$ cat src/rtl/pipe_ctrl_pkg.sv
`default_nettype none

package pipe_ctrl_pkg;

	// ########################################
	// basic widths
	// ########################################

	typedef logic [31:0] instr_t;
	typedef logic [4:0]  reg_idx_t;

	localparam int unsigned NUM_STAGES = 4;   // d, e, m, w.

	localparam instr_t   INSTR_NOP = 32'h0000_0000;
	localparam reg_idx_t REG_ZERO  = 5'd0;
	localparam reg_idx_t REG_LINK  = 5'd31;   // jal target.

	// ########################################
	// decode results
	// ########################################

	typedef enum logic [3:0] {
		KIND_NOP, KIND_ADDU, KIND_SUBU, KIND_ORI, KIND_LUI, KIND_LW,
		KIND_SW, KIND_BEQ, KIND_J, KIND_JAL, KIND_JR, KIND_UNKNOWN
	} instr_kind_e;

	typedef enum logic [2:0] {
		CLS_NONE, CLS_CAL_R, CLS_CAL_I, CLS_LOAD,
		CLS_STORE, CLS_BRANCH, CLS_JUMP_I, CLS_JUMP_R
	} instr_class_e;

	typedef enum logic [1:0] {ST_D, ST_E, ST_M, ST_W} stage_e;

	typedef struct packed {
		instr_kind_e  kind;
		instr_class_e cls;
		reg_idx_t     reg1;   // first source, zero if unused.
		reg_idx_t     reg2;   // second source, zero if unused.
		reg_idx_t     regw;   // destination, zero if none.
	} instr_info_t;

	// ########################################
	// control words
	// ########################################

	typedef enum logic [1:0] {NPC_SEQ, NPC_EQUAL, NPC_JUMP, NPC_REG} npc_mode_e;

	// pad moves the immediate into the upper half.
	typedef enum logic [1:0] {EXT_SIGNED, EXT_UNSIGNED, EXT_PAD} ext_mode_e;

	typedef enum logic [2:0] {ALU_ADD, ALU_SUB, ALU_OR} alu_op_e;

	typedef enum logic [1:0] {WB_NONE, WB_ALU, WB_MEM, WB_PC8} wb_src_e;

	typedef struct packed {
		npc_mode_e npc_mode;
		ext_mode_e ext_mode;
		reg_idx_t  rf_raddr1;
		reg_idx_t  rf_raddr2;
	} ctrl_d_t;

	typedef struct packed {
		logic    alu_src;   // 1 picks the extended immediate.
		alu_op_e alu_op;
	} ctrl_e_t;

	typedef struct packed {
		logic dm_we;
	} ctrl_m_t;

	typedef struct packed {
		logic     rf_we;
		reg_idx_t rf_waddr;
		wb_src_e  wb_src;
	} ctrl_w_t;

	// ########################################
	// forwarding
	// ########################################

	typedef enum logic [3:0] {
		FWD_ORIG, FWD_E2D_PC8, FWD_M2D_ALU, FWD_M2D_PC8, FWD_W2D_RF,
		FWD_M2E_ALU, FWD_M2E_PC8, FWD_W2E_RF, FWD_W2M_RF
	} fwd_sel_e;

	typedef struct packed {
		fwd_sel_e d1;
		fwd_sel_e d2;
		fwd_sel_e e1;
		fwd_sel_e e2;
		fwd_sel_e m;
	} fwd_t;

endpackage

`default_nettype wire

$ cat src/rtl/instr_decoder.sv
`default_nettype none

module instr_decoder (
	input  pipe_ctrl_pkg::instr_t      instr,
	output pipe_ctrl_pkg::instr_info_t info
);
	import pipe_ctrl_pkg::*;

	localparam logic [5:0] OP_SPECIAL = 6'h00;
	localparam logic [5:0] OP_J       = 6'h02;
	localparam logic [5:0] OP_JAL     = 6'h03;
	localparam logic [5:0] OP_BEQ     = 6'h04;
	localparam logic [5:0] OP_ORI     = 6'h0D;
	localparam logic [5:0] OP_LUI     = 6'h0F;
	localparam logic [5:0] OP_LW      = 6'h23;
	localparam logic [5:0] OP_SW      = 6'h2B;
	localparam logic [5:0] FN_JR      = 6'h08;
	localparam logic [5:0] FN_ADDU    = 6'h21;
	localparam logic [5:0] FN_SUBU    = 6'h23;

	logic [5:0]  opcode;
	logic [5:0]  funct;
	logic [4:0]  shamt;
	reg_idx_t    rs;
	reg_idx_t    rt;
	reg_idx_t    rd;
	logic        is_special;
	instr_kind_e kind;

	assign opcode     = instr[31:26];
	assign rs         = instr[25:21];
	assign rt         = instr[20:16];
	assign rd         = instr[15:11];
	assign shamt      = instr[10:6];
	assign funct      = instr[5:0];
	assign is_special = (opcode == OP_SPECIAL);

	// any field mismatch falls through to unknown.
	always_comb begin
		if (instr == INSTR_NOP)
			kind = KIND_NOP;
		else if (is_special && funct == FN_ADDU && shamt == 5'd0)
			kind = KIND_ADDU;
		else if (is_special && funct == FN_SUBU && shamt == 5'd0)
			kind = KIND_SUBU;
		else if (opcode == OP_LUI && rs == REG_ZERO)
			kind = KIND_LUI;
		else if (opcode == OP_ORI)
			kind = KIND_ORI;
		else if (opcode == OP_LW)
			kind = KIND_LW;
		else if (opcode == OP_SW)
			kind = KIND_SW;
		else if (opcode == OP_BEQ)
			kind = KIND_BEQ;
		else if (opcode == OP_J)
			kind = KIND_J;
		else if (opcode == OP_JAL)
			kind = KIND_JAL;
		else if (is_special && funct == FN_JR && rt == REG_ZERO && rd == REG_ZERO)
			kind = KIND_JR;
		else
			kind = KIND_UNKNOWN;
	end

	always_comb begin
		info.kind = kind;
		info.cls  = CLS_NONE;
		info.reg1 = REG_ZERO;
		info.reg2 = REG_ZERO;
		info.regw = REG_ZERO;
		case (kind)
			KIND_ADDU, KIND_SUBU: begin
				info.cls  = CLS_CAL_R;
				info.reg1 = rs;
				info.reg2 = rt;
				info.regw = rd;
			end
			KIND_ORI, KIND_LUI: begin
				info.cls  = CLS_CAL_I;
				info.reg1 = (kind == KIND_ORI) ? rs : REG_ZERO;   // lui reads nothing.
				info.regw = rt;
			end
			KIND_LW: begin
				info.cls  = CLS_LOAD;
				info.reg1 = rs;
				info.regw = rt;
			end
			KIND_SW, KIND_BEQ: begin
				info.cls  = (kind == KIND_SW) ? CLS_STORE : CLS_BRANCH;
				info.reg1 = rs;
				info.reg2 = rt;
			end
			KIND_J, KIND_JAL: begin
				info.cls  = CLS_JUMP_I;
				info.regw = (kind == KIND_JAL) ? REG_LINK : REG_ZERO;
			end
			KIND_JR: begin
				info.cls  = CLS_JUMP_R;
				info.reg1 = rs;
			end
			default: ;   // nop and unknown stay empty.
		endcase

		// nothing downstream may see a register from an unclassified word.
		assert (info.cls != CLS_NONE ||
			(info.reg1 == REG_ZERO && info.reg2 == REG_ZERO && info.regw == REG_ZERO))
			else $error("decoder: class none with register fields set, instr %h", instr);
	end

endmodule

`default_nettype wire

$ cat src/rtl/stage_tracker.sv
`default_nettype none

module stage_tracker (
	input  logic                  clk,
	input  logic                  rst_n,
	input  logic                  stall,
	input  pipe_ctrl_pkg::instr_t d_instr,
	output pipe_ctrl_pkg::instr_t stage_instr [pipe_ctrl_pkg::NUM_STAGES]
);
	import pipe_ctrl_pkg::*;

	instr_t e_instr;
	instr_t m_instr;
	instr_t w_instr;

	// ########################################
	// e, m, w stage registers
	// ########################################

	always_ff @(posedge clk or negedge rst_n) begin
		if (!rst_n) begin
			e_instr <= INSTR_NOP;
			m_instr <= INSTR_NOP;
			w_instr <= INSTR_NOP;
		end else begin
			e_instr <= stall ? INSTR_NOP : d_instr;   // bubble while d is held.
			m_instr <= e_instr;
			w_instr <= m_instr;
		end
	end

	assign stage_instr[ST_D] = d_instr;   // decode word comes straight in.
	assign stage_instr[ST_E] = e_instr;
	assign stage_instr[ST_M] = m_instr;
	assign stage_instr[ST_W] = w_instr;

	// a stalled decode word must never leak into execute.
	a_stall_bubble: assert property (@(posedge clk) disable iff (!rst_n)
		stall |=> stage_instr[ST_E] == INSTR_NOP)
		else $error("tracker: execute not bubbled after stall, got %h", e_instr);

endmodule

`default_nettype wire

$ cat src/rtl/hazard_unit.sv
`default_nettype none

module hazard_unit (
	input  pipe_ctrl_pkg::instr_info_t stage_info [pipe_ctrl_pkg::NUM_STAGES],
	output logic                       stall,
	output logic                       pc_enable,
	output logic                       d_enable,
	output pipe_ctrl_pkg::fwd_t        fwd
);
	import pipe_ctrl_pkg::*;

	typedef logic [1:0] tick_t;

	localparam tick_t T_NEVER = 2'd3;   // later than any producer.

	instr_info_t d_info;
	instr_info_t e_info;
	instr_info_t m_info;
	instr_info_t w_info;

	assign d_info = stage_info[ST_D];
	assign e_info = stage_info[ST_E];
	assign m_info = stage_info[ST_M];
	assign w_info = stage_info[ST_W];

	function automatic logic fwable(input reg_idx_t src, input reg_idx_t dst);
		return (src == dst) && (src != REG_ZERO);
	endfunction

	// ########################################
	// use and new times
	// ########################################

	function automatic tick_t use_time1(input instr_class_e cls);
		case (cls)
			CLS_CAL_R, CLS_CAL_I, CLS_LOAD, CLS_STORE: return 2'd1;
			CLS_BRANCH, CLS_JUMP_R:                    return 2'd0;
			default:                                   return T_NEVER;
		endcase
	endfunction

	function automatic tick_t use_time2(input instr_class_e cls);
		case (cls)
			CLS_STORE:  return 2'd2;   // store data is needed in m.
			CLS_CAL_R:  return 2'd1;
			CLS_BRANCH: return 2'd0;
			default:    return T_NEVER;
		endcase
	endfunction

	function automatic tick_t new_time_e(input instr_class_e cls);
		case (cls)
			CLS_LOAD:             return 2'd2;
			CLS_CAL_R, CLS_CAL_I: return 2'd1;
			default:              return 2'd0;
		endcase
	endfunction

	// ########################################
	// forwarding priority
	// ########################################

	function automatic fwd_sel_e sel_to_d(input reg_idx_t src, input instr_info_t e,
		input instr_info_t m, input instr_info_t w);
		if (fwable(src, e.regw) && e.kind == KIND_JAL)
			return FWD_E2D_PC8;
		if (fwable(src, m.regw) && m.kind == KIND_JAL)
			return FWD_M2D_PC8;
		if (fwable(src, m.regw) && (m.cls == CLS_CAL_R || m.cls == CLS_CAL_I))
			return FWD_M2D_ALU;
		if (fwable(src, w.regw))
			return FWD_W2D_RF;
		return FWD_ORIG;
	endfunction

	function automatic fwd_sel_e sel_to_e(input reg_idx_t src, input instr_info_t m,
		input instr_info_t w);
		if (fwable(src, m.regw) && m.kind == KIND_JAL)
			return FWD_M2E_PC8;
		if (fwable(src, m.regw) && (m.cls == CLS_CAL_R || m.cls == CLS_CAL_I))
			return FWD_M2E_ALU;
		if (fwable(src, w.regw))
			return FWD_W2E_RF;
		return FWD_ORIG;
	endfunction

	always_comb begin
		tick_t t_use1;
		tick_t t_use2;
		tick_t t_new_e;
		tick_t t_new_m;

		t_use1  = use_time1(d_info.cls);
		t_use2  = use_time2(d_info.cls);
		t_new_e = new_time_e(e_info.cls);
		t_new_m = (m_info.cls == CLS_LOAD) ? 2'd1 : 2'd0;

		stall = (fwable(d_info.reg1, e_info.regw) && t_use1 < t_new_e) ||
			(fwable(d_info.reg1, m_info.regw) && t_use1 < t_new_m) ||
			(fwable(d_info.reg2, e_info.regw) && t_use2 < t_new_e) ||
			(fwable(d_info.reg2, m_info.regw) && t_use2 < t_new_m);

		fwd.d1 = sel_to_d(d_info.reg1, e_info, m_info, w_info);
		fwd.d2 = sel_to_d(d_info.reg2, e_info, m_info, w_info);
		fwd.e1 = sel_to_e(e_info.reg1, m_info, w_info);
		fwd.e2 = sel_to_e(e_info.reg2, m_info, w_info);
		fwd.m  = fwable(m_info.reg2, w_info.regw) ? FWD_W2M_RF : FWD_ORIG;

		// r0 is hardwired, so it never justifies a bypass or a bubble.
		assert ((fwd.d1 == FWD_ORIG || d_info.reg1 != REG_ZERO) &&
			(fwd.d2 == FWD_ORIG || d_info.reg2 != REG_ZERO) &&
			(fwd.e1 == FWD_ORIG || e_info.reg1 != REG_ZERO) &&
			(fwd.e2 == FWD_ORIG || e_info.reg2 != REG_ZERO) &&
			(fwd.m == FWD_ORIG || m_info.reg2 != REG_ZERO) &&
			(!stall || d_info.reg1 != REG_ZERO || d_info.reg2 != REG_ZERO))
			else $error("hazard: zero register drives a select or stall");
	end

	assign pc_enable = ~stall;   // freeze fetch.
	assign d_enable  = ~stall;   // hold decode.

endmodule

`default_nettype wire

$ cat src/rtl/ctrl_word_gen.sv
`default_nettype none

module ctrl_word_gen (
	input  pipe_ctrl_pkg::instr_info_t stage_info [pipe_ctrl_pkg::NUM_STAGES],
	output pipe_ctrl_pkg::ctrl_d_t     ctrl_d,
	output pipe_ctrl_pkg::ctrl_e_t     ctrl_e,
	output pipe_ctrl_pkg::ctrl_m_t     ctrl_m,
	output pipe_ctrl_pkg::ctrl_w_t     ctrl_w
);
	import pipe_ctrl_pkg::*;

	instr_info_t d_info;
	instr_info_t e_info;
	instr_info_t m_info;
	instr_info_t w_info;

	assign d_info = stage_info[ST_D];
	assign e_info = stage_info[ST_E];
	assign m_info = stage_info[ST_M];
	assign w_info = stage_info[ST_W];

	// ########################################
	// decode stage: next pc and immediate
	// ########################################

	always_comb begin
		case (d_info.kind)
			KIND_BEQ:         ctrl_d.npc_mode = NPC_EQUAL;
			KIND_J, KIND_JAL: ctrl_d.npc_mode = NPC_JUMP;
			KIND_JR:          ctrl_d.npc_mode = NPC_REG;
			default:          ctrl_d.npc_mode = NPC_SEQ;
		endcase
		case (d_info.kind)
			KIND_LUI: ctrl_d.ext_mode = EXT_PAD;
			KIND_ORI: ctrl_d.ext_mode = EXT_UNSIGNED;
			default:  ctrl_d.ext_mode = EXT_SIGNED;
		endcase
		ctrl_d.rf_raddr1 = d_info.reg1;
		ctrl_d.rf_raddr2 = d_info.reg2;
	end

	// ########################################
	// execute, memory and write-back
	// ########################################

	always_comb begin
		ctrl_e.alu_src = (e_info.cls == CLS_CAL_I || e_info.cls == CLS_LOAD ||
			e_info.cls == CLS_STORE);
		case (e_info.kind)
			KIND_SUBU:                  ctrl_e.alu_op = ALU_SUB;
			KIND_ADDU, KIND_LW, KIND_SW: ctrl_e.alu_op = ALU_ADD;   // address add for mem.
			default:                    ctrl_e.alu_op = ALU_OR;
		endcase
	end

	assign ctrl_m.dm_we = (m_info.cls == CLS_STORE);

	always_comb begin
		case (w_info.cls)
			CLS_CAL_R, CLS_CAL_I: ctrl_w.wb_src = WB_ALU;
			CLS_LOAD:             ctrl_w.wb_src = WB_MEM;
			default:              ctrl_w.wb_src = (w_info.kind == KIND_JAL) ? WB_PC8 : WB_NONE;
		endcase
		ctrl_w.rf_we = (w_info.cls == CLS_CAL_R || w_info.cls == CLS_CAL_I ||
			w_info.cls == CLS_LOAD || w_info.kind == KIND_JAL);
		ctrl_w.rf_waddr = w_info.regw;

		// a register write always has a data source.
		assert (!ctrl_w.rf_we || ctrl_w.wb_src != WB_NONE)
			else $error("ctrl: rf_we without write-back source, kind %0d", w_info.kind);
	end

endmodule

`default_nettype wire

$ cat src/rtl/pipe_ctrl_top.sv
`default_nettype none

module pipe_ctrl_top (
	input  logic                   clk,
	input  logic                   rst_n,
	input  pipe_ctrl_pkg::instr_t  d_instr,
	output logic                   pc_enable,
	output logic                   d_enable,
	output logic                   e_flush,
	output pipe_ctrl_pkg::fwd_t    fwd,
	output pipe_ctrl_pkg::ctrl_d_t ctrl_d,
	output pipe_ctrl_pkg::ctrl_e_t ctrl_e,
	output pipe_ctrl_pkg::ctrl_m_t ctrl_m,
	output pipe_ctrl_pkg::ctrl_w_t ctrl_w
);
	import pipe_ctrl_pkg::*;

	instr_t      stage_instr [NUM_STAGES];
	instr_info_t stage_info  [NUM_STAGES];

	// e_flush is the stall itself, so it also steers the tracker.
	stage_tracker u_tracker (
		.clk         (clk),
		.rst_n       (rst_n),
		.stall       (e_flush),
		.d_instr     (d_instr),
		.stage_instr (stage_instr)
	);

	// ########################################
	// one decoder per stage
	// ########################################

	for (genvar i = 0; i < NUM_STAGES; i++) begin : g_dec
		instr_decoder u_dec (
			.instr (stage_instr[i]),
			.info  (stage_info[i])
		);
	end

	hazard_unit u_hazard (
		.stage_info (stage_info),
		.stall      (e_flush),
		.pc_enable  (pc_enable),
		.d_enable   (d_enable),
		.fwd        (fwd)
	);

	ctrl_word_gen u_ctrl (
		.stage_info (stage_info),
		.ctrl_d     (ctrl_d),
		.ctrl_e     (ctrl_e),
		.ctrl_m     (ctrl_m),
		.ctrl_w     (ctrl_w)
	);

endmodule

`default_nettype wire

$ cat config.mk
export PLATFORM = sky130hd
export DESIGN_NAME = pipe_ctrl_top
export DESIGN_NICKNAME = d
export VERILOG_FILES = /design/src/rtl/pipe_ctrl_pkg.sv /design/src/rtl/instr_decoder.sv /design/src/rtl/stage_tracker.sv /design/src/rtl/hazard_unit.sv /design/src/rtl/ctrl_word_gen.sv /design/src/rtl/pipe_ctrl_top.sv
export SDC_FILE = /design/constraint.sdc
export NUM_CORES = 1
export LEC_CHECK = 0
export BUFFER_PORTS_ARGS = -buffer_cell sky130_fd_sc_hd__buf_2
export CAP_MARGIN = 20
export CORE_MARGIN = 2
export CORE_UTILIZATION = 53
export DETAILED_ROUTE_END_ITERATION = 10
export PLACE_DENSITY = 0.74
export SETUP_SLACK_MARGIN = 0.02
export SYNTH_ARGS = -nofsm -noshare
export SYNTH_HDL_FRONTEND = slang
export SYNTH_HIERARCHICAL = 1
export SYNTH_SLANG_ARGS = --single-unit
export TNS_END_PERCENT = 50
$ cat constraint.sdc
create_clock -name clk -period 4.1 [get_ports clk]
set_input_delay 0.205 -clock clk [delete_from_list [all_inputs] [get_ports clk]]
set_output_delay 0.205 -clock clk [all_outputs]
set_load 0.03 [all_outputs]
# Word level (Yosys, flattened, before mapping)
# Cells that the tools add are included.
dict set report word_totals {
  output_inout_bits 50
  regBits 96
  in_bits 34
}
dict set report op_classes {
  reduce_logical 124
  muxes 136
  bitwise_logic 1
  eq_ne 108
  n_lt_le_gt_ge 4
}
# cell n
set op_table {}
lappend op_table {{two-way mux 4 bit} 69}
lappend op_table {{zero test 32 bit} 4}
lappend op_table {{== test 6 bit (second input constant)} 16}
lappend op_table {{zero test 5 bit} 16}
lappend op_table {{== test 6 x 4 -> 1 bit (second input constant)} 12}
lappend op_table {{one-hot mux 3 bit (6 select lines)} 4}
lappend op_table {{== test 4 x 3 -> 1 bit (second input constant)} 16}
lappend op_table {{logical AND 1 bit} 57}
lappend op_table {{== test 5 bit} 11}
lappend op_table {{== test 4 bit (second input constant)} 12}
lappend op_table {{== test 6 x 2 -> 1 bit (second input constant)} 8}
lappend op_table {{one-hot mux 5 bit (3 select lines)} 3}
lappend op_table {{two-way mux 1 bit} 41}
lappend op_table {{two-way mux 5 bit} 8}
lappend op_table {{OR reduction 2 bit} 19}
lappend op_table {{== test 4 x 2 -> 1 bit (second input constant)} 8}
lappend op_table {{two-way mux 32 bit} 1}
lappend op_table {{nonzero test 5 bit} 5}
lappend op_table {{== test 3 x 2 -> 1 bit (second input constant)} 8}
lappend op_table {{== test 6 x 3 -> 1 bit (second input constant)} 4}
lappend op_table {{zero test 6 bit} 4}
lappend op_table {{one-hot mux 2 bit (2 select lines)} 5}
lappend op_table {{one-hot mux 5 bit (2 select lines)} 2}
lappend op_table {{== test 4 x 1 -> 1 bit (second input constant)} 4}
lappend op_table {{10 further kinds} 36}

# Depth between registers and ports, before layout
dict set report depth {
  word_depth 32
  depth_mapped 14
  mapped_depth_nobuf 12
}

# Hierarchy
# The synthesis kept the hierarchy.
# module seq_area_each_um2 area_each_um2 n_inst cells_each
set by_module_without_submodules {}
lappend by_module_without_submodules {stage_tracker 2402.3 2865.2 1 163}
lappend by_module_without_submodules {instr_decoder 0.0 529.3 4 73}
lappend by_module_without_submodules {hazard_unit 0.0 1067.3 1 152}
lappend by_module_without_submodules {ctrl_word_gen 0.0 272.8 1 37}

# Worst setup path before layout
# Ideal clock, no wire load.
dict set report synth_path {
  path_type {input to register}
  from {in d_instr[31]}
  to {reg u_tracker.e_instr[0]}
  slack_ns -0.968
  stages 13
  required_time_ns 3.979
  path_buffers 2
  setup_ns 0.121
  t_arrival_ns 4.947
  cell_sequence {buf_4 or4_4 or4_4 nor2_4 a221o_2 or4_4 nor3b_1 xor2_1 nor3_1 nand4_1 o311ai_0 buf_4 nor2b_1}
}
# item line_no
set synth_rtl {}
lappend synth_rtl {{start: declaration} pipe_ctrl_top.sv:6} ;# input pipe_ctrl_pkg::instr_t d_instr,
lappend synth_rtl {{end signal: assignment} stage_tracker.sv:26} ;# e_instr <= stall ? INSTR_NOP : d_instr;
lappend synth_rtl {{end: declaration} stage_tracker.sv:12} ;# instr_t e_instr;

==> flow_summary.yaml <==
final_layout:
  fillCellCount: 923
  drive_gt1_frac: 0.341
  nets: 717
  multi_input_area_sq_mm: 0.00339
  antennaDiodeCount: 0
  regArea_sq_mm: 0.00240
  instances_no_fill: 829
  layout_common_cells: "96 x dfrtp_1, 67 x buf_2, 39 x nand2_1"
  area_growth_pct: 14.9
  mostFrequentLayoutCell: "dfrtp_1"
grt:
  grt_pass1_vias: 4878
  track_usage: 0.257
  grt_pass1_wl_mm: 25.1
  grt.busiest_layer: "met2"
  grt_start_max_net_pins: 55
  grtUsageMet2: 0.443
  gr-total-overflow: 0
  use_met3: 0.0344
  antenna_found_initial: 0
  grtUsageMet1: 0.322
worst_setup_path:
  slowest_stage: "or4_4"
  worstPathRequired_ns: 3.89
  end_kind: "output port"
  crit_family: "simple AND/OR/NAND/NOR gates"
  r2r-start: "u_tracker/e_instr[31]$_DFF_PN0_"
  reg2reg_to: "u_tracker/e_instr[27]$_DFF_PN0_"
  arrival_ns: 3.91
  critical_path.max_fanout: 5
  crit_chain: "or4_4 -> or4_4 -> or3_4 -> nand3_4 -> o21a_4 -> and3b_2 -> or4_4 -> nor2_4 -> nor4_2 -> and2_1 -> o21a_1 -> buf_6"
  ff2ff_path_depth: 16
  rrSetupSlack_ns: 0.28
  worst_setup_path_start_kind: "register"
  worstSetupPathType: "reg2out"
  worst-path-buf-inv: 1
  cp_common_cell: "or4_4"
  crit_path_max_incr_delay_ns: 0.58
sta:
  hold_viol: 0
  setup_viol: 3
  fmax_ghz: 0.243
  slew_viol_final: 0
  final.min_clock_period_ns: 4.12
  post-route-period-util: 1.00
  tightest_slew_ns: 0.765
  maxSlewHeadroom: 0.485
  fin_hold_ws_ns: 0.0879
  clock_skew_ns: 0.00681
  setup_slack_ns: -0.0199
  rsz0062_at_grt: "true"
die:
  core_area_sq_mm: 0.0113
  io_pins: 84
  die-area_sq_mm: 0.0124
  die_h_um: 111
  rows: 39
  dieWidth_um: 111
  start_util: 0.539
min_path:
  holdPathStages: 2
  hp-class: "in2reg"
  min-delay-start: "d_instr[11]"
  hold-path-endpoint: "u_tracker/e_instr[11]$_DFF_PN0_"
clock_tree:
  root_buffer: "clkbuf_16"
  cts_tree: "yes"
  clkLatencyLatePin_ns: 0.35
  numCtsBuffers: 9
  path_clk_slew_ns: 0.07
  cts.sinks: 96
  htree_levels: 3
  clk_path_buf_depth: 2
detailed_routing:
  viasPerCell: 5.95
  ant_nets: 0
  wl_mm: 15.6
  dr.pass1.iters: 5
  drc: 0
  dr_total_vias: 4933
  wire_per_inst_um: 18.8
  drt_iter0_markers: 346
power_and_ir_drop:
  leakage_nw: 3.26
  power_mw: 2.35
  p_per_area_mw_per_mm2: 335
  peakVddDrop_mv: 0.194
placement:
  dpl.hpwl_mm: 12.0
  dp_cells: 794
  io_buffers: 75
  gp_congestion: 0.905
run_status:
  violations: "negative setup slack"
  outcome: "finished, violations left"
logic_synthesis:
  avgSynthCellArea_sq_um: 9.87
  yosysWarnings: 6
  synth_cells: 618
  syn_area_sq_mm: 0.00610
run:
  cap_violations: 0
per-layer routing:
metal  vias up  part of all wire
li1       2306                 -
met1      2411              0.42
met2       179              0.50
met3        37             0.048
met4         0             0.032
met5         -                 0
sequential cells by signal, indices dropped and copies added, names as in the netlist:
| register | count |
|---|---|
| u_tracker/e_instr | 32 |
| u_tracker/m_instr | 32 |
| u_tracker/w_instr | 32 |
report_power, final:
part           internal (mW)  leakage (nW)  switching, mW
registers               1.02          1.13         0.0708
logic                  0.182          2.00          0.272
clock network          0.424         0.137          0.382
total                   1.62          3.26          0.725
cell type report:
cell class / instances / share of cell area
multi-input combinational: 449 / 0.484
clock buffer: 9 / 0.0321
inverter: 14 / 0.00750
tap: 143 / 0.0255
timing repair buffer: 111 / 0.0991
sequential: 96 / 0.343
clock inverter: 7 / 0.00928
worst max-delay path by stage:
stage,from,endpoint,cells after the start
after floorplan,u_tracker/e_instr[31]$_DFF_PN0_,fwd[9],11
after global placement,d_instr[31],u_tracker/e_instr[0]$_DFF_PN0_,13
after detailed placement,u_tracker/e_instr[31]$_DFF_PN0_,u_tracker/e_instr[21]$_DFF_PN0_,13
after CTS,u_tracker/e_instr[31]$_DFF_PN0_,fwd[8],12
after global routing,u_tracker/e_instr[31]$_DFF_PN0_,fwd[9],12
final,u_tracker/e_instr[31]$_DFF_PN0_,fwd[8],12
through the flow:
| stage | utilization | setup WS [ns] | area (sq um) | TNS (ns) |
|---|---|---|---|---|
| final | 0.619 | -0.0199 | 7010 | -0.0564 |
| after global routing | 0.619 | -0.150 | 7010 | -0.884 |
| after CTS | 0.606 | -0.00124 | 6860 | -0.00124 |
| after detailed placement | 0.562 | 0.0337 | 6360 | 0 |
| after global placement | 0.562 | 0.133 | 6360 | 0 |
| after floorplan | - | 0.0444 | 6140 | 0 |
repair_timing:
action,CTS,global route
hold buffers,1,0
endpoints found under the setup margin,27,14
pin swaps,5,9
hold endpoints to repair,42,0
buffers inserted,13,6
gates resized for setup,29,23
Note: power is estimated with default switching activity, not from simulation.
